$ cat config.mk
export PLATFORM = sky130hd
export DESIGN_NAME = pixel_pick
export DESIGN_NICKNAME = d
export VERILOG_FILES = /design/src/rtl/alarm_overlay_pkg.sv /design/src/rtl/pixel_pick.sv
export SDC_FILE = /design/constraint.sdc
export NUM_CORES = 1
export LEC_CHECK = 0
export CORE_AREA = 2 2 106 108
export DETAILED_ROUTE_END_ITERATION = 7
export DIE_AREA = 0 0 108 110
export DONT_BUFFER_PORTS = 1
export GPL_ROUTABILITY_DRIVEN = 1
export PLACE_DENSITY = 0.43
export RECOVER_POWER = 100
export SYNTH_ARGS = -nofsm -noshare
export SYNTH_HDL_FRONTEND = slang
export SYNTH_SLANG_ARGS = --single-unit
export TNS_END_PERCENT = 1
$ cat constraint.sdc
create_clock -name reloj -period 2.2 [get_ports reloj]
set_input_delay 0.33 -clock reloj [delete_from_list [all_inputs] [get_ports reloj]]
set_output_delay 0.33 -clock reloj [all_outputs]
set_load 0.05 [all_outputs]
$ cat src/rtl/alarm_image.mem
// one image row per line, row 0 first; 64 hex digits, leftmost pixel in the top bit
ffffffffffffffffffffffffffffffffffffffffffffffffffffffffffffffff
ffffffffffffffffffffffffffffffffffffffffffffffffffffffffffffffff
8000000000000000000000000000000000000000000000000000000000000001
8000000000000000000000000000000000000000000000000000000000000001
8000000000000000000000000000000000000000000000000000000000000001
8000000000000000000000000000000000000000000000000000000000000001
8000000000000000000000000000000000000000000000000000000000000001
8000000000000000000000000000000000000000000000000000000000000001
8000000000000000000000000000000000000000000000000000000000000001
8000000000000000000000000000000000000000000000000000000000000001
8000000000000000000000000000000000000000000000000000000000000001
8000000000000000000000000000000000000000000000000000000000000001
8000000000000000000000000000000000000000000000000000000000000001
8000000000000000000000000000000000000000000000000000000000000001
8000000000000000000000000000000000000000000000000000000000000001
8000000000000000000000000000000000000000000000000000000000000001
8000000000000000000000000000000000000000000000000000000000000001
8000000000000000000000000000000000000000000000000000000000000001
8000000000000000000000000000000000000000000000000000000000000001
8000000000000000000000000000000000000000000000000000000000000001
8000000000000000000000000000000000000000000000000000000000000001
8000000000000000000000000000000000000000000000000000000000000001
8000000000000000000000000000000000000000000000000000000000000001
8000000000000000000000000000000000000000000000000000000000000001
8000000000000000000000000000000000000000000000000000000000000001
8000000000000000000000000000000000000000000000000000000000000001
8000000000000000000000000000000000000000000000000000000000000001
8000000000000000000000000000000000000000000000000000000000000001
8000000000000000000000000000000000000000000000000000000000000001
8000000000000000000000000000000000000000000000000000000000000001
8000000000000000000000000000000000000000000000000000000000000001
8000000000000000000000000000000000000000000000000000000000000001
800000000000000000000000000000ffff000000000000000000000000000001
800000000000000000000000000000ffff000000000000000000000000000001
800000000000000000000000000000ffff000000000000000000000000000001
800000000000000000000000000000ffff000000000000000000000000000001
800000000000000000000000000000ffff000000000000000000000000000001
800000000000000000000000000000ffff000000000000000000000000000001
800000000000000000000000000000ffff000000000000000000000000000001
800000000000000000000000000000ffff000000000000000000000000000001
800000000000000000000000000000ffff000000000000000000000000000001
800000000000000000000000000000ffff000000000000000000000000000001
800000000000000000000000000000ffff000000000000000000000000000001
800000000000000000000000000000ffff000000000000000000000000000001
800000000000000000000000000000ffff000000000000000000000000000001
800000000000000000000000000000ffff000000000000000000000000000001
800000000000000000000000000000ffff000000000000000000000000000001
800000000000000000000000000000ffff000000000000000000000000000001
800000000000000000000000000000ffff000000000000000000000000000001
800000000000000000000000000000ffff000000000000000000000000000001
800000000000000000000000000000ffff000000000000000000000000000001
800000000000000000000000000000ffff000000000000000000000000000001
800000000000000000000000000000ffff000000000000000000000000000001
800000000000000000000000000000ffff000000000000000000000000000001
800000000000000000000000000000ffff000000000000000000000000000001
800000000000000000000000000000ffff000000000000000000000000000001
800000000000000000000000000000ffff000000000000000000000000000001
800000000000000000000000000000ffff000000000000000000000000000001
800000000000000000000000000000ffff000000000000000000000000000001
800000000000000000000000000000ffff000000000000000000000000000001
800000000000000000000000000000ffff000000000000000000000000000001
800000000000000000000000000000ffff000000000000000000000000000001
800000000000000000000000000000ffff000000000000000000000000000001
800000000000000000000000000000ffff000000000000000000000000000001
a5a5a5a5a5a5a5a5a5a5a5a5a5a5a5a5a5a5a5a5a5a5a5a5a5a5a5a5a5a5a5a5
a5a5a5a5a5a5a5a5a5a5a5a5a5a5a5a5a5a5a5a5a5a5a5a5a5a5a5a5a5a5a5a5
a5a5a5a5a5a5a5a5a5a5a5a5a5a5a5a5a5a5a5a5a5a5a5a5a5a5a5a5a5a5a5a5
a5a5a5a5a5a5a5a5a5a5a5a5a5a5a5a5a5a5a5a5a5a5a5a5a5a5a5a5a5a5a5a5
a5a5a5a5a5a5a5a5a5a5a5a5a5a5a5a5a5a5a5a5a5a5a5a5a5a5a5a5a5a5a5a5
a5a5a5a5a5a5a5a5a5a5a5a5a5a5a5a5a5a5a5a5a5a5a5a5a5a5a5a5a5a5a5a5
a5a5a5a5a5a5a5a5a5a5a5a5a5a5a5a5a5a5a5a5a5a5a5a5a5a5a5a5a5a5a5a5
a5a5a5a5a5a5a5a5a5a5a5a5a5a5a5a5a5a5a5a5a5a5a5a5a5a5a5a5a5a5a5a5
a5a5a5a5a5a5a5a5a5a5a5a5a5a5a5a5a5a5a5a5a5a5a5a5a5a5a5a5a5a5a5a5
a5a5a5a5a5a5a5a5a5a5a5a5a5a5a5a5a5a5a5a5a5a5a5a5a5a5a5a5a5a5a5a5
a5a5a5a5a5a5a5a5a5a5a5a5a5a5a5a5a5a5a5a5a5a5a5a5a5a5a5a5a5a5a5a5
a5a5a5a5a5a5a5a5a5a5a5a5a5a5a5a5a5a5a5a5a5a5a5a5a5a5a5a5a5a5a5a5
a5a5a5a5a5a5a5a5a5a5a5a5a5a5a5a5a5a5a5a5a5a5a5a5a5a5a5a5a5a5a5a5
a5a5a5a5a5a5a5a5a5a5a5a5a5a5a5a5a5a5a5a5a5a5a5a5a5a5a5a5a5a5a5a5
a5a5a5a5a5a5a5a5a5a5a5a5a5a5a5a5a5a5a5a5a5a5a5a5a5a5a5a5a5a5a5a5
a5a5a5a5a5a5a5a5a5a5a5a5a5a5a5a5a5a5a5a5a5a5a5a5a5a5a5a5a5a5a5a5
a5a5a5a5a5a5a5a5a5a5a5a5a5a5a5a5a5a5a5a5a5a5a5a5a5a5a5a5a5a5a5a5
a5a5a5a5a5a5a5a5a5a5a5a5a5a5a5a5a5a5a5a5a5a5a5a5a5a5a5a5a5a5a5a5
a5a5a5a5a5a5a5a5a5a5a5a5a5a5a5a5a5a5a5a5a5a5a5a5a5a5a5a5a5a5a5a5
a5a5a5a5a5a5a5a5a5a5a5a5a5a5a5a5a5a5a5a5a5a5a5a5a5a5a5a5a5a5a5a5
a5a5a5a5a5a5a5a5a5a5a5a5a5a5a5a5a5a5a5a5a5a5a5a5a5a5a5a5a5a5a5a5
a5a5a5a5a5a5a5a5a5a5a5a5a5a5a5a5a5a5a5a5a5a5a5a5a5a5a5a5a5a5a5a5
a5a5a5a5a5a5a5a5a5a5a5a5a5a5a5a5a5a5a5a5a5a5a5a5a5a5a5a5a5a5a5a5
a5a5a5a5a5a5a5a5a5a5a5a5a5a5a5a5a5a5a5a5a5a5a5a5a5a5a5a5a5a5a5a5
a5a5a5a5a5a5a5a5a5a5a5a5a5a5a5a5a5a5a5a5a5a5a5a5a5a5a5a5a5a5a5a5
a5a5a5a5a5a5a5a5a5a5a5a5a5a5a5a5a5a5a5a5a5a5a5a5a5a5a5a5a5a5a5a5
a5a5a5a5a5a5a5a5a5a5a5a5a5a5a5a5a5a5a5a5a5a5a5a5a5a5a5a5a5a5a5a5
a5a5a5a5a5a5a5a5a5a5a5a5a5a5a5a5a5a5a5a5a5a5a5a5a5a5a5a5a5a5a5a5
a5a5a5a5a5a5a5a5a5a5a5a5a5a5a5a5a5a5a5a5a5a5a5a5a5a5a5a5a5a5a5a5
a5a5a5a5a5a5a5a5a5a5a5a5a5a5a5a5a5a5a5a5a5a5a5a5a5a5a5a5a5a5a5a5
a5a5a5a5a5a5a5a5a5a5a5a5a5a5a5a5a5a5a5a5a5a5a5a5a5a5a5a5a5a5a5a5
a5a5a5a5a5a5a5a5a5a5a5a5a5a5a5a5a5a5a5a5a5a5a5a5a5a5a5a5a5a5a5a5
800000000000000000000000000000ffff000000000000000000000000000001
800000000000000000000000000000ffff000000000000000000000000000001
800000000000000000000000000000ffff000000000000000000000000000001
800000000000000000000000000000ffff000000000000000000000000000001
800000000000000000000000000000ffff000000000000000000000000000001
800000000000000000000000000000ffff000000000000000000000000000001
800000000000000000000000000000ffff000000000000000000000000000001
800000000000000000000000000000ffff000000000000000000000000000001
800000000000000000000000000000ffff000000000000000000000000000001
800000000000000000000000000000ffff000000000000000000000000000001
800000000000000000000000000000ffff000000000000000000000000000001
800000000000000000000000000000ffff000000000000000000000000000001
800000000000000000000000000000ffff000000000000000000000000000001
800000000000000000000000000000ffff000000000000000000000000000001
800000000000000000000000000000ffff000000000000000000000000000001
800000000000000000000000000000ffff000000000000000000000000000001
800000000000000000000000000000ffff000000000000000000000000000001
800000000000000000000000000000ffff000000000000000000000000000001
800000000000000000000000000000ffff000000000000000000000000000001
800000000000000000000000000000ffff000000000000000000000000000001
800000000000000000000000000000ffff000000000000000000000000000001
800000000000000000000000000000ffff000000000000000000000000000001
800000000000000000000000000000ffff000000000000000000000000000001
800000000000000000000000000000ffff000000000000000000000000000001
800000000000000000000000000000ffff000000000000000000000000000001
800000000000000000000000000000ffff000000000000000000000000000001
800000000000000000000000000000ffff000000000000000000000000000001
800000000000000000000000000000ffff000000000000000000000000000001
800000000000000000000000000000ffff000000000000000000000000000001
800000000000000000000000000000ffff000000000000000000000000000001
800000000000000000000000000000ffff000000000000000000000000000001
800000000000000000000000000000ffff000000000000000000000000000001
800000000000000000000000000000ffff000000000000000000000000000001
800000000000000000000000000000ffff000000000000000000000000000001
800000000000000000000000000000ffff000000000000000000000000000001
800000000000000000000000000000ffff000000000000000000000000000001
800000000000000000000000000000ffff000000000000000000000000000001
800000000000000000000000000000ffff000000000000000000000000000001
800000000000000000000000000000ffff000000000000000000000000000001
800000000000000000000000000000ffff000000000000000000000000000001
800000000000000000000000000000ffff000000000000000000000000000001
800000000000000000000000000000ffff000000000000000000000000000001
800000000000000000000000000000ffff000000000000000000000000000001
800000000000000000000000000000ffff000000000000000000000000000001
800000000000000000000000000000ffff000000000000000000000000000001
800000000000000000000000000000ffff000000000000000000000000000001
800000000000000000000000000000ffff000000000000000000000000000001
800000000000000000000000000000ffff000000000000000000000000000001
800000000000000000000000000000ffff000000000000000000000000000001
800000000000000000000000000000ffff000000000000000000000000000001
800000000000000000000000000000ffff000000000000000000000000000001
800000000000000000000000000000ffff000000000000000000000000000001
800000000000000000000000000000ffff000000000000000000000000000001
800000000000000000000000000000ffff000000000000000000000000000001
800000000000000000000000000000ffff000000000000000000000000000001
800000000000000000000000000000ffff000000000000000000000000000001
800000000000000000000000000000ffff000000000000000000000000000001
800000000000000000000000000000ffff000000000000000000000000000001
800000000000000000000000000000ffff000000000000000000000000000001
800000000000000000000000000000ffff000000000000000000000000000001
800000000000000000000000000000ffff000000000000000000000000000001
800000000000000000000000000000ffff000000000000000000000000000001
800000000000000000000000000000ffff000000000000000000000000000001
800000000000000000000000000000ffff000000000000000000000000000001
800000000000000000000000000000ffff000000000000000000000000000001
800000000000000000000000000000ffff000000000000000000000000000001
800000000000000000000000000000ffff000000000000000000000000000001
800000000000000000000000000000ffff000000000000000000000000000001
800000000000000000000000000000ffff000000000000000000000000000001
800000000000000000000000000000ffff000000000000000000000000000001
800000000000000000000000000000ffff000000000000000000000000000001
800000000000000000000000000000ffff000000000000000000000000000001
800000000000000000000000000000ffff000000000000000000000000000001
800000000000000000000000000000ffff000000000000000000000000000001
800000000000000000000000000000ffff000000000000000000000000000001
800000000000000000000000000000ffff000000000000000000000000000001
800000000000000000000000000000ffff000000000000000000000000000001
800000000000000000000000000000ffff000000000000000000000000000001
800000000000000000000000000000ffff000000000000000000000000000001
800000000000000000000000000000ffff000000000000000000000000000001
800000000000000000000000000000ffff000000000000000000000000000001
800000000000000000000000000000ffff000000000000000000000000000001
800000000000000000000000000000ffff000000000000000000000000000001
800000000000000000000000000000ffff000000000000000000000000000001
800000000000000000000000000000ffff000000000000000000000000000001
800000000000000000000000000000ffff000000000000000000000000000001
800000000000000000000000000000ffff000000000000000000000000000001
800000000000000000000000000000ffff000000000000000000000000000001
800000000000000000000000000000ffff000000000000000000000000000001
800000000000000000000000000000ffff000000000000000000000000000001
800000000000000000000000000000ffff000000000000000000000000000001
800000000000000000000000000000ffff000000000000000000000000000001
800000000000000000000000000000ffff000000000000000000000000000001
800000000000000000000000000000ffff000000000000000000000000000001
800000000000000000000000000000ffff000000000000000000000000000001
800000000000000000000000000000ffff000000000000000000000000000001
8000000000000000000000000000000000000000000000000000000000000001
8000000000000000000000000000000000000000000000000000000000000001
8000000000000000000000000000000000000000000000000000000000000001
8000000000000000000000000000000000000000000000000000000000000001
8000000000000000000000000000000000000000000000000000000000000001
8000000000000000000000000000000000000000000000000000000000000001
8000000000000000000000000000000000000000000000000000000000000001
8000000000000000000000000000000000000000000000000000000000000001
8000000000000000000000000000000000000000000000000000000000000001
8000000000000000000000000000000000000000000000000000000000000001
8000000000000000000000000000000000000000000000000000000000000001
8000000000000000000000000000000000000000000000000000000000000001
8000000000000000000000000000000000000000000000000000000000000001
8000000000000000000000000000000000000000000000000000000000000001
8000000000000000000000000000000000000000000000000000000000000001
8000000000000000000000000000000000000000000000000000000000000001
800000000000000000000000000000ffff000000000000000000000000000001
800000000000000000000000000000ffff000000000000000000000000000001
800000000000000000000000000000ffff000000000000000000000000000001
800000000000000000000000000000ffff000000000000000000000000000001
800000000000000000000000000000ffff000000000000000000000000000001
800000000000000000000000000000ffff000000000000000000000000000001
800000000000000000000000000000ffff000000000000000000000000000001
800000000000000000000000000000ffff000000000000000000000000000001
800000000000000000000000000000ffff000000000000000000000000000001
800000000000000000000000000000ffff000000000000000000000000000001
800000000000000000000000000000ffff000000000000000000000000000001
800000000000000000000000000000ffff000000000000000000000000000001
800000000000000000000000000000ffff000000000000000000000000000001
800000000000000000000000000000ffff000000000000000000000000000001
800000000000000000000000000000ffff000000000000000000000000000001
800000000000000000000000000000ffff000000000000000000000000000001
800000000000000000000000000000ffff000000000000000000000000000001
800000000000000000000000000000ffff000000000000000000000000000001
800000000000000000000000000000ffff000000000000000000000000000001
800000000000000000000000000000ffff000000000000000000000000000001
800000000000000000000000000000ffff000000000000000000000000000001
800000000000000000000000000000ffff000000000000000000000000000001
800000000000000000000000000000ffff000000000000000000000000000001
800000000000000000000000000000ffff000000000000000000000000000001
800000000000000000000000000000ffff000000000000000000000000000001
800000000000000000000000000000ffff000000000000000000000000000001
800000000000000000000000000000ffff000000000000000000000000000001
800000000000000000000000000000ffff000000000000000000000000000001
800000000000000000000000000000ffff000000000000000000000000000001
800000000000000000000000000000ffff000000000000000000000000000001
800000000000000000000000000000ffff000000000000000000000000000001
800000000000000000000000000000ffff000000000000000000000000000001
8000000000000000000000000000000000000000000000000000000000000001
8000000000000000000000000000000000000000000000000000000000000001
8000000000000000000000000000000000000000000000000000000000000001
8000000000000000000000000000000000000000000000000000000000000001
8000000000000000000000000000000000000000000000000000000000000001
8000000000000000000000000000000000000000000000000000000000000001
8000000000000000000000000000000000000000000000000000000000000001
8000000000000000000000000000000000000000000000000000000000000001
8000000000000000000000000000000000000000000000000000000000000001
8000000000000000000000000000000000000000000000000000000000000001
8000000000000000000000000000000000000000000000000000000000000001
8000000000000000000000000000000000000000000000000000000000000001
8000000000000000000000000000000000000000000000000000000000000001
8000000000000000000000000000000000000000000000000000000000000001
ffffffffffffffffffffffffffffffffffffffffffffffffffffffffffffffff
ffffffffffffffffffffffffffffffffffffffffffffffffffffffffffffffff

$ cat src/rtl/alarm_overlay_pkg.sv
`default_nettype none

package alarm_overlay_pkg;

        // display coordinate as produced by the pixel counter
        localparam int coord_w = 10;
        typedef logic [coord_w-1:0] coord_t;

        // square warning image, one bit per pixel
        localparam int img_size = 256;
        localparam int img_idx_w = $clog2(img_size);
        typedef logic [img_idx_w-1:0] img_idx_t;
        typedef logic [img_size-1:0] img_row_t;   // leftmost pixel in the top bit

        // what each pipeline stage hands to the next one
        typedef struct packed {
                logic     active;   // alarm on and inside the window
                img_idx_t row;
                img_idx_t col;
        } pix_req_t;

        localparam string img_file = "/design/src/rtl/alarm_image.mem";

endpackage

`default_nettype wire

$ cat src/rtl/pixel_pick.sv
`default_nettype none

module pixel_pick (
        input  logic                        reloj,
        input  logic                        rst_n,
        input  alarm_overlay_pkg::pix_req_t row_req,
        input  alarm_overlay_pkg::img_row_t row_bits,
        output logic                        pixel
);
        import alarm_overlay_pkg::*;

        img_idx_t bit_sel;
        logic     row_bit;

        // msb first, column 0 is the top bit of the row
        always_comb begin
                bit_sel = img_idx_t'(img_size - 1 - int'(row_req.col));
                row_bit = row_bits[bit_sel];
        end

        always_ff @(posedge reloj) begin
                if (!rst_n) begin
                        pixel <= 1'b0;
                end else if (row_req.active) begin
                        pixel <= row_bit;
                end else begin
                        pixel <= 1'b0;   // outside the window or alarm off
                end
        end

endmodule

`default_nettype wire

# Yosys cells after proc, flatten, opt, wreduce, memory -nomap -nowiden
# Index checks and enable logic that the tools add are counted.
[op_classes] n_lt_le_gt_ge=1 muxes=2 n_addsub=1 n_reduce_logical=1
[op_table] op="less-than comparator 8 x 9 -> 1 bit, second input constant" n=1
[op_table] op="binary-select mux 1 bit (select 8 bit)" n=1
[op_table] op="subtractor 8 bit, first input constant" n=1
[op_table] op="AND reduction 2 bit" n=1
[op_table] op="2-to-1 mux 1 bit" n=1
[totals] register_bits=1 elab_cells=6

# Logic depth before layout (Yosys ltp)
[depth] depth_word=3 depth_mapped=10 depth_no_buf=7

# Worst setup path after synthesis
# OpenSTA, ideal clock, no wires.
[synth_timing] path_type="input to register" start="in row_req[0] in the netlist's numbering" end="reg pixel" arrival_ns=1.857 setup_time_ns=0.117 setup_slack_ns=0.226 stages=9 n_path_buf=4 cell_sequence="buf_6 -> buf_6 -> buf_4 -> buf_4 -> mux2i_1 -> o221ai_1 -> o41ai_1 -> nor4_2 -> a22o_1"
[synth_between] elab_chain_len=3
[synth_rtl] element="start, declared" line_no="pixel_pick.sv:6" rtl="input alarm_overlay_pkg::pix_req_t row_req,"
[synth_rtl] element="subtractor 8 bit" line_no="pixel_pick.sv:17" rtl="bit_sel = img_idx_t'(img_size - 1 - int'(row_req.col));"
[synth_rtl] element="binary-select mux 1 bit (select 8 bit)" line_no="pixel_pick.sv:18" rtl="row_bit = row_bits[bit_sel];"
[synth_rtl] element="2-to-1 mux 1 bit (implied by the code)" line_no="pixel_pick.sv:18"
[synth_rtl] element="end signal, assigned" line_no="pixel_pick.sv:25" rtl="pixel <= row_bit;"
[synth_rtl] element="end, declared" line_no="pixel_pick.sv:8" rtl="output logic pixel"
# No other way between the ends. The select of a mux whose other input is x is not followed.
# A chain may end at the register's enable or synchronous reset.

# Final worst setup path
# Ends and elaborated chain as after synthesis.

==> flow_summary.json <==
{
  "status": "finished clean",
  "start_util": 0.223,
  "hp-class": "in -> reg",
  "die_w_um": 108,
  "drive_above_1_share": 0.238,
  "io_pins": 276,
  "postSynth.asyncResetShare": 0,
  "synth.mux.area_fraction": 0.616,
  "yosysMostFrequentCell": "mux2i_1",
  "dp_hpwl_um": 8080,
  "worst-endpoint-arrival_ns": 1.86,
  "finalHoldViolCount": 0,
  "critPathLaunchType": "primary input",
  "end_kind": "flop",
  "leakage_nw": 0.855,
  "clkTransAtPathRegs_ns": 0,
  "rsz0062_at_grt": "false",
  "synth_common_cells": "mux2i_1, mux4_2, o221ai_1",
  "max_freq_mhz": 504,
  "core_area_um2": 10700,
  "cts_resized": 0,
  "postRouteAntennaNets": 0,
  "postSynthCellCount": 229,
  "routedWlPerCell_um": 26.9,
  "nets": 491,
  "first_global_vias": 2228,
  "track_usage": 0.143,
  "yosys.area.top_type_share": 0.311,
  "syn2layout_area_growth_pct": 1.20,
  "drt_iter0_drc": 80,
  "setup.worst_path.end": "pixel",
  "fin_crit_ns": 1.98,
  "synth_edf_count": 0,
  "grt_max_degree": 86,
  "synth-warning-count": 0,
  "crit_start": "row_req[0]",
  "synth-seq-cells": 1,
  "slew_headroom": 0.680,
  "fill_cells": 1184,
  "gp_congestion": 0.696,
  "syn-num-nets": 504,
  "ys.flop_type": "dfxtp_1",
  "grt_overflow": 0,
  "synthSimpleGateAreaFrac": 0.0927,
  "grt_pass1_wl_um": 12600,
  "top_register": "pixel",
  "max-vdd-ir-drop_v": 0.0000849,
  "worst-setup-path-type": "in -> reg",
  "synth_compound_area_frac": 0.181,
  "netlist_area_um2": 2390,
  "synth_area_leaders": "mux4_2, mux2i_1, o221ai_1",
  "setup_tns_ns": 0,
  "synth_top_family_by_area": "multiplexers",
  "finalNonFillerCells": 354,
  "setup_viol_count_final": 0,
  "synth_adder_area_share": 0,
  "first_pass_iters": 4,
  "vias": 2099,
  "syn_avg_cell_area_um2": 10.4,
  "rows": 38,
  "yosys.area_share.xor_xnor": 0,
  "die_h_um": 110,
  "p_total_mw": 0.395,
  "reg.largest.list": "pixel x1",
  "largest_reg_flops": 1,
  "portBuffers": 0,
  "postCtsSetupBuffers": 0,
  "diodes": 0,
  "drv_cap": 0,
  "yosysUniqueCellTypes": 43,
  "fin_crit_sh": 0.901,
  "slew_violations": 0,
  "detail_route.vias_per_cell": 5.93,
  "hold_ws_ns": 0.685,
  "worstMarginPinSlew_ns": 0.480,
  "cts_hold_buf": 0,
  "antenna_found_initial": 1,
  "seq_area_frac_synth": 0.00838,
  "yosysTopAreaCell": "mux4_2",
  "drc_errors": 0,
  "p_per_area_nw_per_um2": 163,
  "cp_max_fo": 85,
  "drt-total-wl_um": 9520,
  "place_inst": 354,
  "cp.required_ns": 2.07,
  "fp.dieArea_um2": 11900
}
==> report_power, final <==
group	internal, mW	switching [mW]
clock network	0	0
logic	0.229	0.140
registers	0.0201	0.00622
==> kinds of logic after synthesis <==
logic type      Yosys count
mux                      99
compound gates           59
simple gates             43
buf+inv                  27
flops                     1
==> per-layer routing <==
layer,GRT usage,share of wire
met1,0.150,0.34
met2,0.314,0.58
met3,0.0176,0.078
met4,0,0.00021
met5,0,0.0013
==> per-stage QoR <==
step,setup slack (ns),utilization,area (um^2)
2_1_floorplan,0.226,-,2390
3_3_place_gp,0.140,0.226,2410
3_5_place_dp,0.121,0.226,2410
4_1_cts,0.115,0.226,2410
5_1_grt,0.0279,0.226,2420
6_report,0.218,0.226,2420
==> worst max-delay path, cell delays in order <==
cell and delay (ns):
mux4_2 0.47, mux2_2 0.29, nor4_1 0.20, o22ai_1 0.11, o21ai_0 0.13, nor4_2 0.08
a22o_1 0.23
==> worst min-delay path by stage <==
stage,startpoint,end,slack [ns],depth (start not counted)
floorplan,row_req[3],pixel,0.59,3
global route,row_req[3],pixel,0.73,3
global placement,row_req[3],pixel,0.68,3
CTS,row_req[3],pixel,0.69,3
finish,row_req[3],pixel,0.69,3
detailed placement,row_req[3],pixel,0.69,3
==> cell usage in the layout (no fill, tap or decap), types with 2 or more instances in the layout <==
cell,count
mux2i_1,61
mux4_2,33
o221ai_1,16
nand2_1,14
o22ai_1,14
buf_4,9
a21oi_1,8
nor2_1,8
o21ai_0,8
nor3_1,6
mux4_1,4
nand3_1,3
nand2b_1,2
nor4_1,2
nor4_2,2
a2111oi_0,2
==> layout make-up <==
type                    instances  area [um^2]  area share
well taps                     140          175      0.0725
inverters                       2         7.51     0.00311
flip-flops and latches          1         20.0     0.00828
multi-input cells             201         2130       0.880
repair buffers                 10         87.6      0.0362
Note: power is estimated with default switching activity, not from simulation.
