===== src/rtl/alarm_image.mem =====
// one image row per line, row 0 first; 64 hex digits, leftmost pixel in the top bit
ffffffffffffffffffffffffffffffffffffffffffffffffffffffffffffffff
ffffffffffffffffffffffffffffffffffffffffffffffffffffffffffffffff
8000000000000000000000000000000000000000000000000000000000000001
8000000000000000000000000000000000000000000000000000000000000001
8000000000000000000000000000000000000000000000000000000000000001
8000000000000000000000000000000000000000000000000000000000000001
8000000000000000000000000000000000000000000000000000000000000001
8000000000000000000000000000000000000000000000000000000000000001
8000000000000000000000000000000000000000000000000000000000000001
8000000000000000000000000000000000000000000000000000000000000001
8000000000000000000000000000000000000000000000000000000000000001
8000000000000000000000000000000000000000000000000000000000000001
8000000000000000000000000000000000000000000000000000000000000001
8000000000000000000000000000000000000000000000000000000000000001
8000000000000000000000000000000000000000000000000000000000000001
8000000000000000000000000000000000000000000000000000000000000001
8000000000000000000000000000000000000000000000000000000000000001
8000000000000000000000000000000000000000000000000000000000000001
8000000000000000000000000000000000000000000000000000000000000001
8000000000000000000000000000000000000000000000000000000000000001
8000000000000000000000000000000000000000000000000000000000000001
8000000000000000000000000000000000000000000000000000000000000001
8000000000000000000000000000000000000000000000000000000000000001
8000000000000000000000000000000000000000000000000000000000000001
8000000000000000000000000000000000000000000000000000000000000001
8000000000000000000000000000000000000000000000000000000000000001
8000000000000000000000000000000000000000000000000000000000000001
8000000000000000000000000000000000000000000000000000000000000001
8000000000000000000000000000000000000000000000000000000000000001
8000000000000000000000000000000000000000000000000000000000000001
8000000000000000000000000000000000000000000000000000000000000001
8000000000000000000000000000000000000000000000000000000000000001
800000000000000000000000000000ffff000000000000000000000000000001
800000000000000000000000000000ffff000000000000000000000000000001
800000000000000000000000000000ffff000000000000000000000000000001
800000000000000000000000000000ffff000000000000000000000000000001
800000000000000000000000000000ffff000000000000000000000000000001
800000000000000000000000000000ffff000000000000000000000000000001
800000000000000000000000000000ffff000000000000000000000000000001
800000000000000000000000000000ffff000000000000000000000000000001
800000000000000000000000000000ffff000000000000000000000000000001
800000000000000000000000000000ffff000000000000000000000000000001
800000000000000000000000000000ffff000000000000000000000000000001
800000000000000000000000000000ffff000000000000000000000000000001
800000000000000000000000000000ffff000000000000000000000000000001
800000000000000000000000000000ffff000000000000000000000000000001
800000000000000000000000000000ffff000000000000000000000000000001
800000000000000000000000000000ffff000000000000000000000000000001
800000000000000000000000000000ffff000000000000000000000000000001
800000000000000000000000000000ffff000000000000000000000000000001
800000000000000000000000000000ffff000000000000000000000000000001
800000000000000000000000000000ffff000000000000000000000000000001
800000000000000000000000000000ffff000000000000000000000000000001
800000000000000000000000000000ffff000000000000000000000000000001
800000000000000000000000000000ffff000000000000000000000000000001
800000000000000000000000000000ffff000000000000000000000000000001
800000000000000000000000000000ffff000000000000000000000000000001
800000000000000000000000000000ffff000000000000000000000000000001
800000000000000000000000000000ffff000000000000000000000000000001
800000000000000000000000000000ffff000000000000000000000000000001
800000000000000000000000000000ffff000000000000000000000000000001
800000000000000000000000000000ffff000000000000000000000000000001
800000000000000000000000000000ffff000000000000000000000000000001
800000000000000000000000000000ffff000000000000000000000000000001
a5a5a5a5a5a5a5a5a5a5a5a5a5a5a5a5a5a5a5a5a5a5a5a5a5a5a5a5a5a5a5a5
a5a5a5a5a5a5a5a5a5a5a5a5a5a5a5a5a5a5a5a5a5a5a5a5a5a5a5a5a5a5a5a5
a5a5a5a5a5a5a5a5a5a5a5a5a5a5a5a5a5a5a5a5a5a5a5a5a5a5a5a5a5a5a5a5
a5a5a5a5a5a5a5a5a5a5a5a5a5a5a5a5a5a5a5a5a5a5a5a5a5a5a5a5a5a5a5a5
a5a5a5a5a5a5a5a5a5a5a5a5a5a5a5a5a5a5a5a5a5a5a5a5a5a5a5a5a5a5a5a5
a5a5a5a5a5a5a5a5a5a5a5a5a5a5a5a5a5a5a5a5a5a5a5a5a5a5a5a5a5a5a5a5
a5a5a5a5a5a5a5a5a5a5a5a5a5a5a5a5a5a5a5a5a5a5a5a5a5a5a5a5a5a5a5a5
a5a5a5a5a5a5a5a5a5a5a5a5a5a5a5a5a5a5a5a5a5a5a5a5a5a5a5a5a5a5a5a5
a5a5a5a5a5a5a5a5a5a5a5a5a5a5a5a5a5a5a5a5a5a5a5a5a5a5a5a5a5a5a5a5
a5a5a5a5a5a5a5a5a5a5a5a5a5a5a5a5a5a5a5a5a5a5a5a5a5a5a5a5a5a5a5a5
a5a5a5a5a5a5a5a5a5a5a5a5a5a5a5a5a5a5a5a5a5a5a5a5a5a5a5a5a5a5a5a5
a5a5a5a5a5a5a5a5a5a5a5a5a5a5a5a5a5a5a5a5a5a5a5a5a5a5a5a5a5a5a5a5
a5a5a5a5a5a5a5a5a5a5a5a5a5a5a5a5a5a5a5a5a5a5a5a5a5a5a5a5a5a5a5a5
a5a5a5a5a5a5a5a5a5a5a5a5a5a5a5a5a5a5a5a5a5a5a5a5a5a5a5a5a5a5a5a5
a5a5a5a5a5a5a5a5a5a5a5a5a5a5a5a5a5a5a5a5a5a5a5a5a5a5a5a5a5a5a5a5
a5a5a5a5a5a5a5a5a5a5a5a5a5a5a5a5a5a5a5a5a5a5a5a5a5a5a5a5a5a5a5a5
a5a5a5a5a5a5a5a5a5a5a5a5a5a5a5a5a5a5a5a5a5a5a5a5a5a5a5a5a5a5a5a5
a5a5a5a5a5a5a5a5a5a5a5a5a5a5a5a5a5a5a5a5a5a5a5a5a5a5a5a5a5a5a5a5
a5a5a5a5a5a5a5a5a5a5a5a5a5a5a5a5a5a5a5a5a5a5a5a5a5a5a5a5a5a5a5a5
a5a5a5a5a5a5a5a5a5a5a5a5a5a5a5a5a5a5a5a5a5a5a5a5a5a5a5a5a5a5a5a5
a5a5a5a5a5a5a5a5a5a5a5a5a5a5a5a5a5a5a5a5a5a5a5a5a5a5a5a5a5a5a5a5
a5a5a5a5a5a5a5a5a5a5a5a5a5a5a5a5a5a5a5a5a5a5a5a5a5a5a5a5a5a5a5a5
a5a5a5a5a5a5a5a5a5a5a5a5a5a5a5a5a5a5a5a5a5a5a5a5a5a5a5a5a5a5a5a5
a5a5a5a5a5a5a5a5a5a5a5a5a5a5a5a5a5a5a5a5a5a5a5a5a5a5a5a5a5a5a5a5
a5a5a5a5a5a5a5a5a5a5a5a5a5a5a5a5a5a5a5a5a5a5a5a5a5a5a5a5a5a5a5a5
a5a5a5a5a5a5a5a5a5a5a5a5a5a5a5a5a5a5a5a5a5a5a5a5a5a5a5a5a5a5a5a5
a5a5a5a5a5a5a5a5a5a5a5a5a5a5a5a5a5a5a5a5a5a5a5a5a5a5a5a5a5a5a5a5
a5a5a5a5a5a5a5a5a5a5a5a5a5a5a5a5a5a5a5a5a5a5a5a5a5a5a5a5a5a5a5a5
a5a5a5a5a5a5a5a5a5a5a5a5a5a5a5a5a5a5a5a5a5a5a5a5a5a5a5a5a5a5a5a5
a5a5a5a5a5a5a5a5a5a5a5a5a5a5a5a5a5a5a5a5a5a5a5a5a5a5a5a5a5a5a5a5
a5a5a5a5a5a5a5a5a5a5a5a5a5a5a5a5a5a5a5a5a5a5a5a5a5a5a5a5a5a5a5a5
a5a5a5a5a5a5a5a5a5a5a5a5a5a5a5a5a5a5a5a5a5a5a5a5a5a5a5a5a5a5a5a5
800000000000000000000000000000ffff000000000000000000000000000001
800000000000000000000000000000ffff000000000000000000000000000001
800000000000000000000000000000ffff000000000000000000000000000001
800000000000000000000000000000ffff000000000000000000000000000001
800000000000000000000000000000ffff000000000000000000000000000001
800000000000000000000000000000ffff000000000000000000000000000001
800000000000000000000000000000ffff000000000000000000000000000001
800000000000000000000000000000ffff000000000000000000000000000001
800000000000000000000000000000ffff000000000000000000000000000001
800000000000000000000000000000ffff000000000000000000000000000001
800000000000000000000000000000ffff000000000000000000000000000001
800000000000000000000000000000ffff000000000000000000000000000001
800000000000000000000000000000ffff000000000000000000000000000001
800000000000000000000000000000ffff000000000000000000000000000001
800000000000000000000000000000ffff000000000000000000000000000001
800000000000000000000000000000ffff000000000000000000000000000001
800000000000000000000000000000ffff000000000000000000000000000001
800000000000000000000000000000ffff000000000000000000000000000001
800000000000000000000000000000ffff000000000000000000000000000001
800000000000000000000000000000ffff000000000000000000000000000001
800000000000000000000000000000ffff000000000000000000000000000001
800000000000000000000000000000ffff000000000000000000000000000001
800000000000000000000000000000ffff000000000000000000000000000001
800000000000000000000000000000ffff000000000000000000000000000001
800000000000000000000000000000ffff000000000000000000000000000001
800000000000000000000000000000ffff000000000000000000000000000001
800000000000000000000000000000ffff000000000000000000000000000001
800000000000000000000000000000ffff000000000000000000000000000001
800000000000000000000000000000ffff000000000000000000000000000001
800000000000000000000000000000ffff000000000000000000000000000001
800000000000000000000000000000ffff000000000000000000000000000001
800000000000000000000000000000ffff000000000000000000000000000001
800000000000000000000000000000ffff000000000000000000000000000001
800000000000000000000000000000ffff000000000000000000000000000001
800000000000000000000000000000ffff000000000000000000000000000001
800000000000000000000000000000ffff000000000000000000000000000001
800000000000000000000000000000ffff000000000000000000000000000001
800000000000000000000000000000ffff000000000000000000000000000001
800000000000000000000000000000ffff000000000000000000000000000001
800000000000000000000000000000ffff000000000000000000000000000001
800000000000000000000000000000ffff000000000000000000000000000001
800000000000000000000000000000ffff000000000000000000000000000001
800000000000000000000000000000ffff000000000000000000000000000001
800000000000000000000000000000ffff000000000000000000000000000001
800000000000000000000000000000ffff000000000000000000000000000001
800000000000000000000000000000ffff000000000000000000000000000001
800000000000000000000000000000ffff000000000000000000000000000001
800000000000000000000000000000ffff000000000000000000000000000001
800000000000000000000000000000ffff000000000000000000000000000001
800000000000000000000000000000ffff000000000000000000000000000001
800000000000000000000000000000ffff000000000000000000000000000001
800000000000000000000000000000ffff000000000000000000000000000001
800000000000000000000000000000ffff000000000000000000000000000001
800000000000000000000000000000ffff000000000000000000000000000001
800000000000000000000000000000ffff000000000000000000000000000001
800000000000000000000000000000ffff000000000000000000000000000001
800000000000000000000000000000ffff000000000000000000000000000001
800000000000000000000000000000ffff000000000000000000000000000001
800000000000000000000000000000ffff000000000000000000000000000001
800000000000000000000000000000ffff000000000000000000000000000001
800000000000000000000000000000ffff000000000000000000000000000001
800000000000000000000000000000ffff000000000000000000000000000001
800000000000000000000000000000ffff000000000000000000000000000001
800000000000000000000000000000ffff000000000000000000000000000001
800000000000000000000000000000ffff000000000000000000000000000001
800000000000000000000000000000ffff000000000000000000000000000001
800000000000000000000000000000ffff000000000000000000000000000001
800000000000000000000000000000ffff000000000000000000000000000001
800000000000000000000000000000ffff000000000000000000000000000001
800000000000000000000000000000ffff000000000000000000000000000001
800000000000000000000000000000ffff000000000000000000000000000001
800000000000000000000000000000ffff000000000000000000000000000001
800000000000000000000000000000ffff000000000000000000000000000001
800000000000000000000000000000ffff000000000000000000000000000001
800000000000000000000000000000ffff000000000000000000000000000001
800000000000000000000000000000ffff000000000000000000000000000001
800000000000000000000000000000ffff000000000000000000000000000001
800000000000000000000000000000ffff000000000000000000000000000001
800000000000000000000000000000ffff000000000000000000000000000001
800000000000000000000000000000ffff000000000000000000000000000001
800000000000000000000000000000ffff000000000000000000000000000001
800000000000000000000000000000ffff000000000000000000000000000001
800000000000000000000000000000ffff000000000000000000000000000001
800000000000000000000000000000ffff000000000000000000000000000001
800000000000000000000000000000ffff000000000000000000000000000001
800000000000000000000000000000ffff000000000000000000000000000001
800000000000000000000000000000ffff000000000000000000000000000001
800000000000000000000000000000ffff000000000000000000000000000001
800000000000000000000000000000ffff000000000000000000000000000001
800000000000000000000000000000ffff000000000000000000000000000001
800000000000000000000000000000ffff000000000000000000000000000001
800000000000000000000000000000ffff000000000000000000000000000001
800000000000000000000000000000ffff000000000000000000000000000001
800000000000000000000000000000ffff000000000000000000000000000001
800000000000000000000000000000ffff000000000000000000000000000001
800000000000000000000000000000ffff000000000000000000000000000001
8000000000000000000000000000000000000000000000000000000000000001
8000000000000000000000000000000000000000000000000000000000000001
8000000000000000000000000000000000000000000000000000000000000001
8000000000000000000000000000000000000000000000000000000000000001
8000000000000000000000000000000000000000000000000000000000000001
8000000000000000000000000000000000000000000000000000000000000001
8000000000000000000000000000000000000000000000000000000000000001
8000000000000000000000000000000000000000000000000000000000000001
8000000000000000000000000000000000000000000000000000000000000001
8000000000000000000000000000000000000000000000000000000000000001
8000000000000000000000000000000000000000000000000000000000000001
8000000000000000000000000000000000000000000000000000000000000001
8000000000000000000000000000000000000000000000000000000000000001
8000000000000000000000000000000000000000000000000000000000000001
8000000000000000000000000000000000000000000000000000000000000001
8000000000000000000000000000000000000000000000000000000000000001
800000000000000000000000000000ffff000000000000000000000000000001
800000000000000000000000000000ffff000000000000000000000000000001
800000000000000000000000000000ffff000000000000000000000000000001
800000000000000000000000000000ffff000000000000000000000000000001
800000000000000000000000000000ffff000000000000000000000000000001
800000000000000000000000000000ffff000000000000000000000000000001
800000000000000000000000000000ffff000000000000000000000000000001
800000000000000000000000000000ffff000000000000000000000000000001
800000000000000000000000000000ffff000000000000000000000000000001
800000000000000000000000000000ffff000000000000000000000000000001
800000000000000000000000000000ffff000000000000000000000000000001
800000000000000000000000000000ffff000000000000000000000000000001
800000000000000000000000000000ffff000000000000000000000000000001
800000000000000000000000000000ffff000000000000000000000000000001
800000000000000000000000000000ffff000000000000000000000000000001
800000000000000000000000000000ffff000000000000000000000000000001
800000000000000000000000000000ffff000000000000000000000000000001
800000000000000000000000000000ffff000000000000000000000000000001
800000000000000000000000000000ffff000000000000000000000000000001
800000000000000000000000000000ffff000000000000000000000000000001
800000000000000000000000000000ffff000000000000000000000000000001
800000000000000000000000000000ffff000000000000000000000000000001
800000000000000000000000000000ffff000000000000000000000000000001
800000000000000000000000000000ffff000000000000000000000000000001
800000000000000000000000000000ffff000000000000000000000000000001
800000000000000000000000000000ffff000000000000000000000000000001
800000000000000000000000000000ffff000000000000000000000000000001
800000000000000000000000000000ffff000000000000000000000000000001
800000000000000000000000000000ffff000000000000000000000000000001
800000000000000000000000000000ffff000000000000000000000000000001
800000000000000000000000000000ffff000000000000000000000000000001
800000000000000000000000000000ffff000000000000000000000000000001
8000000000000000000000000000000000000000000000000000000000000001
8000000000000000000000000000000000000000000000000000000000000001
8000000000000000000000000000000000000000000000000000000000000001
8000000000000000000000000000000000000000000000000000000000000001
8000000000000000000000000000000000000000000000000000000000000001
8000000000000000000000000000000000000000000000000000000000000001
8000000000000000000000000000000000000000000000000000000000000001
8000000000000000000000000000000000000000000000000000000000000001
8000000000000000000000000000000000000000000000000000000000000001
8000000000000000000000000000000000000000000000000000000000000001
8000000000000000000000000000000000000000000000000000000000000001
8000000000000000000000000000000000000000000000000000000000000001
8000000000000000000000000000000000000000000000000000000000000001
8000000000000000000000000000000000000000000000000000000000000001
ffffffffffffffffffffffffffffffffffffffffffffffffffffffffffffffff
ffffffffffffffffffffffffffffffffffffffffffffffffffffffffffffffff


===== src/rtl/alarm_overlay_pkg.sv =====
`default_nettype none

package alarm_overlay_pkg;

        // display coordinate as produced by the pixel counter
        localparam int coord_w = 10;
        typedef logic [coord_w-1:0] coord_t;

        // square warning image, one bit per pixel
        localparam int img_size = 256;
        localparam int img_idx_w = $clog2(img_size);
        typedef logic [img_idx_w-1:0] img_idx_t;
        typedef logic [img_size-1:0] img_row_t;   // leftmost pixel in the top bit

        // what each pipeline stage hands to the next one
        typedef struct packed {
                logic     active;   // alarm on and inside the window
                img_idx_t row;
                img_idx_t col;
        } pix_req_t;

        localparam string img_file = "/design/src/rtl/alarm_image.mem";

endpackage

`default_nettype wire


===== src/rtl/overlay_window.sv =====
`default_nettype none

module overlay_window #(
        parameter alarm_overlay_pkg::coord_t win_x0 = 10'd256,
        parameter alarm_overlay_pkg::coord_t win_y0 = 10'd0
) (
        input  logic                        reloj,
        input  logic                        rst_n,
        input  logic                        alarm,
        input  alarm_overlay_pkg::coord_t   h_pos,
        input  alarm_overlay_pkg::coord_t   v_pos,
        output alarm_overlay_pkg::pix_req_t win_req
);
        import alarm_overlay_pkg::*;

        // one past the last window coordinate, one bit wider so it cannot wrap
        localparam logic [coord_w:0] x_end = (coord_w + 1)'(win_x0 + img_size);
        localparam logic [coord_w:0] y_end = (coord_w + 1)'(win_y0 + img_size);

        logic   in_x;
        logic   in_y;
        logic   hit;
        coord_t rel_h;
        coord_t rel_v;

        always_comb begin
                in_x  = (h_pos >= win_x0) && ({1'b0, h_pos} < x_end);
                in_y  = (v_pos >= win_y0) && ({1'b0, v_pos} < y_end);
                hit   = alarm && in_x && in_y;   // the only place the alarm is looked at
                rel_h = h_pos - win_x0;
                rel_v = v_pos - win_y0;
        end

        always_ff @(posedge reloj) begin
                if (!rst_n) begin
                        win_req.active <= 1'b0;
                end else begin
                        win_req.active <= hit;
                end
                // image-relative position, only meaningful while active
                win_req.row <= rel_v[img_idx_w-1:0];
                win_req.col <= rel_h[img_idx_w-1:0];
        end

endmodule

`default_nettype wire


===== config.mk =====
export PLATFORM = sky130hd
export DESIGN_NAME = overlay_window
export DESIGN_NICKNAME = d
export VERILOG_FILES = /design/src/rtl/alarm_overlay_pkg.sv /design/src/rtl/overlay_window.sv
export SDC_FILE = /design/constraint.sdc
export NUM_CORES = 1
export LEC_CHECK = 0
export BUFFER_PORTS_ARGS = -buffer_cell sky130_fd_sc_hd__buf_2
export CORE_AREA = 3 3 40 42
export DETAILED_ROUTE_END_ITERATION = 12
export DIE_AREA = 0 0 43 45
export GPL_ROUTABILITY_DRIVEN = 0
export PLACE_DENSITY = 0.66
export SLEW_MARGIN = 40
export SYNTH_ARGS = -nofsm -noshare
export SYNTH_HDL_FRONTEND = slang
export SYNTH_SLANG_ARGS = --single-unit

===== constraint.sdc =====
create_clock -name reloj -period 0.9 [get_ports reloj]
set_clock_uncertainty 0.2 [all_clocks]
set_input_delay 0.135 -clock reloj [delete_from_list [all_inputs] [get_ports reloj]]
set_output_delay 0.135 -clock reloj [all_outputs]
set_load 0.05 [all_outputs]

# --- Yosys cells after proc, flatten, opt, wreduce, memory -nomap -nowiden ---
# Index checks and enable logic that the tools add are counted.
totals:
  out_inout_bits: 17
  inputBits: 23
  elab_cells: 12
  reg_bits: 17
op_classes:
  add_sub_neg: 1
  magnitude_cmp: 4
  reduce_logical: 4
ops:
  columns: ["operator", "n"]
  rows:
  - ["greater-or-equal comparator 10 x 1 -> 1 bit (second input constant)", 1]
  - ["greater-or-equal comparator 10 x 9 -> 1 bit (second input constant)", 1]
  - ["less-than comparator 10 bit (second input constant)", 1]
  - ["less-than comparator 10 x 9 -> 1 bit (second input constant)", 1]
  - ["subtractor 8 x 1 -> 8 bit (second input constant)", 1]
  - ["logical AND 1 bit", 4]

# --- Longest topological paths before layout ---
# Gate-level depths: netlist (run 1).
depth:
  word_depth: 4
  mapped_depth: 2
  depth_no_buf: 2

# --- Worst setup path after synthesis (run 1) ---
# OpenSTA, ideal clock, no wires.
synth_timing:
  path_type: "register -> output"
  start: "register win_req[0] (netlist bit)"
  end: "output port win_req[0] (netlist bit)"
  arrival_ns: 0.587
  slack_ns: -0.022
  path_stages_with_launch: 1
  path_cell_list: "dfxtp_1"
synth_lines:
  columns: ["item", "line_no", "rtl"]
  rows:
  - ["start: declaration", "overlay_window.sv:12", "output alarm_overlay_pkg::pix_req_t win_req"]
# No word-level cell between the ends.

# --- Worst setup path in the final report (run 1) ---
layout_timing:
  start: "register win_req[6] (netlist bit)"
  end: "output port win_req[6] (netlist bit)"
# No word-level cell between the ends.

==> metrics, run 1 <==
Setup crit end kind output pin; GRT Total Usage a little under an eighth; max reg flops 17; Worst Hold Class input pin to flip-flop; root buffer cell clkbuf_4; hold-critical path depth 2; failing checks negative hold slack, negative setup slack; CTS max path bufs 2; Net Count, Synth 42; Power Density 1660 mW/mm^2; LEAKAGE 0.432 nW; Chip Width 43 um; initial drt markers 1; Final period util 122%; post-synthesis cell type count 3; final setup margin -201 ps; Max Fanout on Critical Path 1; Detailed Routing Iterations Pass 1 2; fin nets 102; n_diodes 0; Fin Setup TNS -3130 ps; Routed Antenna Nets 0; Buf/Inv on CP 1; CP arrival 770 ps; post-synthesis sequential area ratio 94.8%; H-Tree Depth 1; CTS tree done; peak supply drop 1150 uV; vias in the first global route 382; # DRC 0; final hold vios 1; RSZ-0062 raised after global routing yes; I/O Buffers 39; Regs by FF count win_req (17); total wire length roughly 1000 um; Synth area leader dfxtp_1; Worst Hold End win_req[16]$_SDFF_PN0_; # Max-Cap Violations 0; FMAX 0.908 GHz; Syn Std Cell Area 359 um^2; slowest cell on the critical path dfxtp_2; area delta synth->final 157%; pin count of the biggest net entering global routing 10; most frequent cells in the layout buf_2, dfxtp_2, dlygate4sd3_1; final setup fails 17; total clock buffers created by CTS 3; hold path start v_pos[9]; status complete, but fails checks; post-CTS setup buffer count 0; io pins 40; Worst Tran Pin Value 109 ps; Yosys warnings 0; starting density of the core 27.9%; via density per instance ~3.7; crit path kind flip-flop to output pin; Post-Synthesis Cells 19; Hold Slack -192 ps; top post-synthesis cells by area dfxtp_1, nor3_2, nand4b_1; initial antenna violation count 0; WP data required 560 ps; Crit path largest cell delay 350 ps; crit path cell chain buf_8; min cycle time layout 1100 ps; Synth Register Bits 17; die height roughly 45 um; DIE AREA 0.00194 mm^2; Num Clock Sinks 17; Most flops, register win_req; Synth Area per Inst 18.9 um^2; Overflow after GRT 0; Design Area, Final 925 um^2; startpoint class of the critical path flip-flop; clk slew on worst S/H paths ~90 ps; Crit path max-delay family flip-flops; hold buffer count at cts 16; dpl cell area roughly 590 um^2; layout cell share with drive strength beyond 1 76.9%; DR WL/cell around 11 um; Core ar. 0.00128 mm^2; global-route wire length before repair around 1.6 mm; Pins Over Slew Limit 0; commonest non-fill, non-tap cell in the layout buf_2; row count 13; Rel. slew slack approximately 93%; vias about 340; share of the synthesized area in the top cell type 94.8%
## synthesized netlist by cell type
library cell,instances
nor3_2,1
dfxtp_1,17
nand4b_1,1
## cell families after synthesis
family	after synthesis	share of synthesized area (%)
DFF	17	94.8
and+or+nand+nor	2	5.23
## metrics by stage
stage	setup slack, ps	utilization (%)	std cells	hold slack, ps	power, W
detailed placement	26.1	46.3	73	38.6	0.00104
CTS	-195	70.5	93	-196	0.00153
finish	-201	72.0	93	-192	0.00153
global route	-236	72.0	93	-205	0.00160
global placement	24.8	46.3	73	37.6	0.00104
floorplan	111	-	19	-37.3	0.000966
## routing by layer
layer	share of wire (%)	vias up	global-route usage, %	wire length (um)
met4	0	0	3.61	0
met3	9.6	0	4.38	96
met5	0	-	0	0
li1	-	178	-	-
met1	33	144	10.8	329
met2	57	22	23.4	570
## repair_timing
item / in CTS / in global routing
endpoints found under the setup margin: 17 / 17
pin swaps: 0 / 0
hold endpoints to repair: 17 / 1
gates resized for setup: 39 / 5
## final cells by class
cell class | instances | area (um^2)
repair buffers | 55 | 499
flip-flops and latches | 17 | 362
fillers | 83 | 360
clock buffers | 4 | 26.3
multi-input cells | 2 | 18.8
well taps | 15 | 18.8
## worst max path at each step
stage	slack, ps	depth (start not counted)	end	startpoint
floorplan	110	0	win_req[0]	win_req[0]$_DFF_P_
global placement	20	1	win_req[4]	win_req[4]$_DFF_P_
detailed placement	30	1	win_req[11]	win_req[11]$_DFF_P_
CTS	-200	1	win_req[11]	win_req[11]$_DFF_P_
global route	-240	1	win_req[6]	win_req[6]$_DFF_P_
finish	-200	1	win_req[6]	win_req[6]$_DFF_P_
## power by group
part / internal, W / leakage, nW / switching, W
clock: 0.000171 / 0.0150 / 0.000202
sequential: 0.000798 / 0.144 / 0.0000215
combinational: 0.000169 / 0.273 / 0.000171
No activity file was read; power rests on OpenSTA's default activity.
==> run 2: changes to the inputs <==
--- a/config.mk
+++ b/config.mk
@@ -6,11 +6,12 @@
 export NUM_CORES = 1
 export LEC_CHECK = 0
 export BUFFER_PORTS_ARGS = -buffer_cell sky130_fd_sc_hd__buf_2
-export CORE_AREA = 3 3 40 42
+export CAP_MARGIN = 10
+export CORE_MARGIN = 3
+export CORE_UTILIZATION = 27
 export DETAILED_ROUTE_END_ITERATION = 12
-export DIE_AREA = 0 0 43 45
 export GPL_ROUTABILITY_DRIVEN = 0
-export PLACE_DENSITY = 0.66
+export PLACE_DENSITY = 0.69
 export SLEW_MARGIN = 40
 export SYNTH_ARGS = -nofsm -noshare
 export SYNTH_HDL_FRONTEND = slang
==> constraint.sdc (replaced) <==
create_clock -name reloj -period 0.95 [get_ports reloj]
set_clock_uncertainty 0.2 [all_clocks]
set_input_delay 0.1425 -clock reloj [delete_from_list [all_inputs] [get_ports reloj]]
set_output_delay 0.1425 -clock reloj [all_outputs]
set_load 0.05 [all_outputs]
==> metrics, run 2 (synthesis gave the netlist of run 1 again) <==
Setup crit end kind output pin (unchanged); # fillers 51 (was 83); Worst Tran Pin Value 108 ps (was 109 ps); global-route wire length before repair 2.06 mm (was 1.59 mm); final hold vios 1 (unchanged); peak supply drop 1230 uV (was 1150 uV); Max Fanout on Critical Path 1 (unchanged); root buffer cell clkbuf_4 (unchanged); I/O Buffers 39 (unchanged); WP data required 610 ps (was 560 ps); failing checks negative hold slack, negative setup slack (unchanged); Detailed Routing Iterations Pass 1 3 (was 2); Overflow after GRT 0 (unchanged); vias 363 (was 344); CP startpoint win_req[2]$_DFF_P_ (was win_req[6]$_DFF_P_); DIE AREA 0.00180 mm^2 (was 0.00194 mm^2); pin count of the biggest net entering global routing 10 (unchanged); post-CTS setup buffer count 0 (unchanged); max reg flops 17 (unchanged); die height 42.5 um (was 45 um); final core occ 81.2% (was 72.0%); slowest cell on the critical path dfxtp_2 (unchanged); Final period util 118%; final setup fails 17 (unchanged); Design Area, Final 951 um^2 (was 925 um^2); CP arrival 780 ps (was 770 ps); Buf/Inv on CP 1 (unchanged); CTS tree done (unchanged); starting density of the core 30.7% (was 27.9%); LEAKAGE 0.443 nW (was 0.432 nW); total wire length 1.28 mm (was 995 um); FMAX 0.889 GHz; hold path start h_pos[9] (was v_pos[9]); Hold Slack -90.0 ps (was -192 ps); Worst Hold Class input pin to flip-flop (unchanged); Rel. slew slack 92.7% (about the same); Power Density 1570 mW/mm^2 (was 1660 mW/mm^2); row count 12 (was 13); # Max-Cap Violations 0 (unchanged); vias in the first global route 432 (was 382); # DRC 0 (unchanged); Pins Over Slew Limit 0 (unchanged); CTS max path bufs 2 (unchanged); io pins 40 (unchanged); final setup margin -175 ps (was -201 ps); routing usage on met2 31.0% (was 23.4%); RSZ-0062 raised after global routing yes (unchanged); Crit path largest cell delay 350 ps (about the same); fin nets 104 (was 102); Routed Antenna Nets 0 (unchanged); area delta synth->final 165% (was 157%); dpl cell area 572 um^2 (was 594 um^2); GRT Total Usage 16.2% (was 11.7%); met3 usage 6.87% (was 4.38%); Most Used Layer, Global Route met2 (unchanged); Num Clock Sinks 17 (unchanged); hold buffer count at cts 18 (was 16); status complete, but fails checks (unchanged); Chip Width 42.5 um (was 43 um); total clock buffers created by CTS 3 (unchanged); Crit path max-delay family flip-flops (unchanged); H-Tree Depth 1 (unchanged); layout cell share with drive strength beyond 1 75.0% (was 76.9%); Most flops, register win_req (unchanged); clk slew on worst S/H paths 90 ps (about the same); DR WL/cell 13.6 um (was 10.7 um); commonest non-fill, non-tap cell in the layout buf_2 (unchanged); Regs by FF count win_req (17) (unchanged); crit path cell chain buf_8 (unchanged); most frequent cells in the layout buf_2, dlygate4sd3_1, dfxtp_2 (was buf_2, dfxtp_2, dlygate4sd3_1); GRT met1 Usage 14.9% (was 10.8%); initial drt markers 7 (was 1); min cycle time layout 1130 ps; Core ar. 0.00117 mm^2 (was 0.00128 mm^2); crit path kind flip-flop to output pin (unchanged); startpoint class of the critical path flip-flop (unchanged); via density per instance 3.86 (was 3.70); initial antenna violation count 0 (unchanged); n_diodes 0 (unchanged)
## run 2: cell types whose count changed in the layout (fill, tap and decap cells not counted)
cell	previous run	this run
dlygate4sd3_1	16	18
buf_8	10	12
buf_6	7	5
## run 2: final timing paths
path | end | depth (start not counted)
setup / recovery | win_req[2] | 1
hold / removal | win_req[16]$_SDFF_PN0_ | 3
## run 2: per-layer routing
| layer | up-vias | wire length (um) |
|---|---|---|
| met5 | - | 0 |
| met4 | 0 | 0 |
| met3 | 0 | 88 |
| met2 | 19 | 730 |
| met1 | 163 | 465 |
| li1 | 181 | - |
## run 2: final cells by class
class,count,area (um^2),area share (%)
Clock buffer,4,26.3,2.76
Timing Repair Buffer,57,527,55.4
Multi-Input combinational cell,2,18.8,1.97
Tap cell,14,17.5,1.84
Sequential cell,17,362,38.0
## run 2: report_power, final
part           total, W  internal, W  switching [W]
Sequential     0.000779     0.000756      0.0000227
Clock          0.000381     0.000163       0.000218
Combinational  0.000335     0.000169       0.000166
## run 2: per-stage QoR
step                std cells  setup WS (ps)  power (W)  hold WS [ps]  setup TNS [ps]
finish                     94           -175    0.00150         -90.0           -2740
global route               94           -222    0.00156         -77.6           -3310
CTS                        94           -164    0.00147         -86.2           -2670
detailed placement         72           61.9   0.000983          46.1               0
global placement           72           65.2   0.000981          45.1               0
floorplan                  19           20.2   0.000907         -29.8               0
## run 2: what timing repair did
| action | 4_1_cts | 5_1_grt |
|---|---|---|
| endpoints found under the hold margin | 17 | 1 |
| endpoints found under the setup margin | 17 | 17 |
| resized for setup | 57 | 6 |
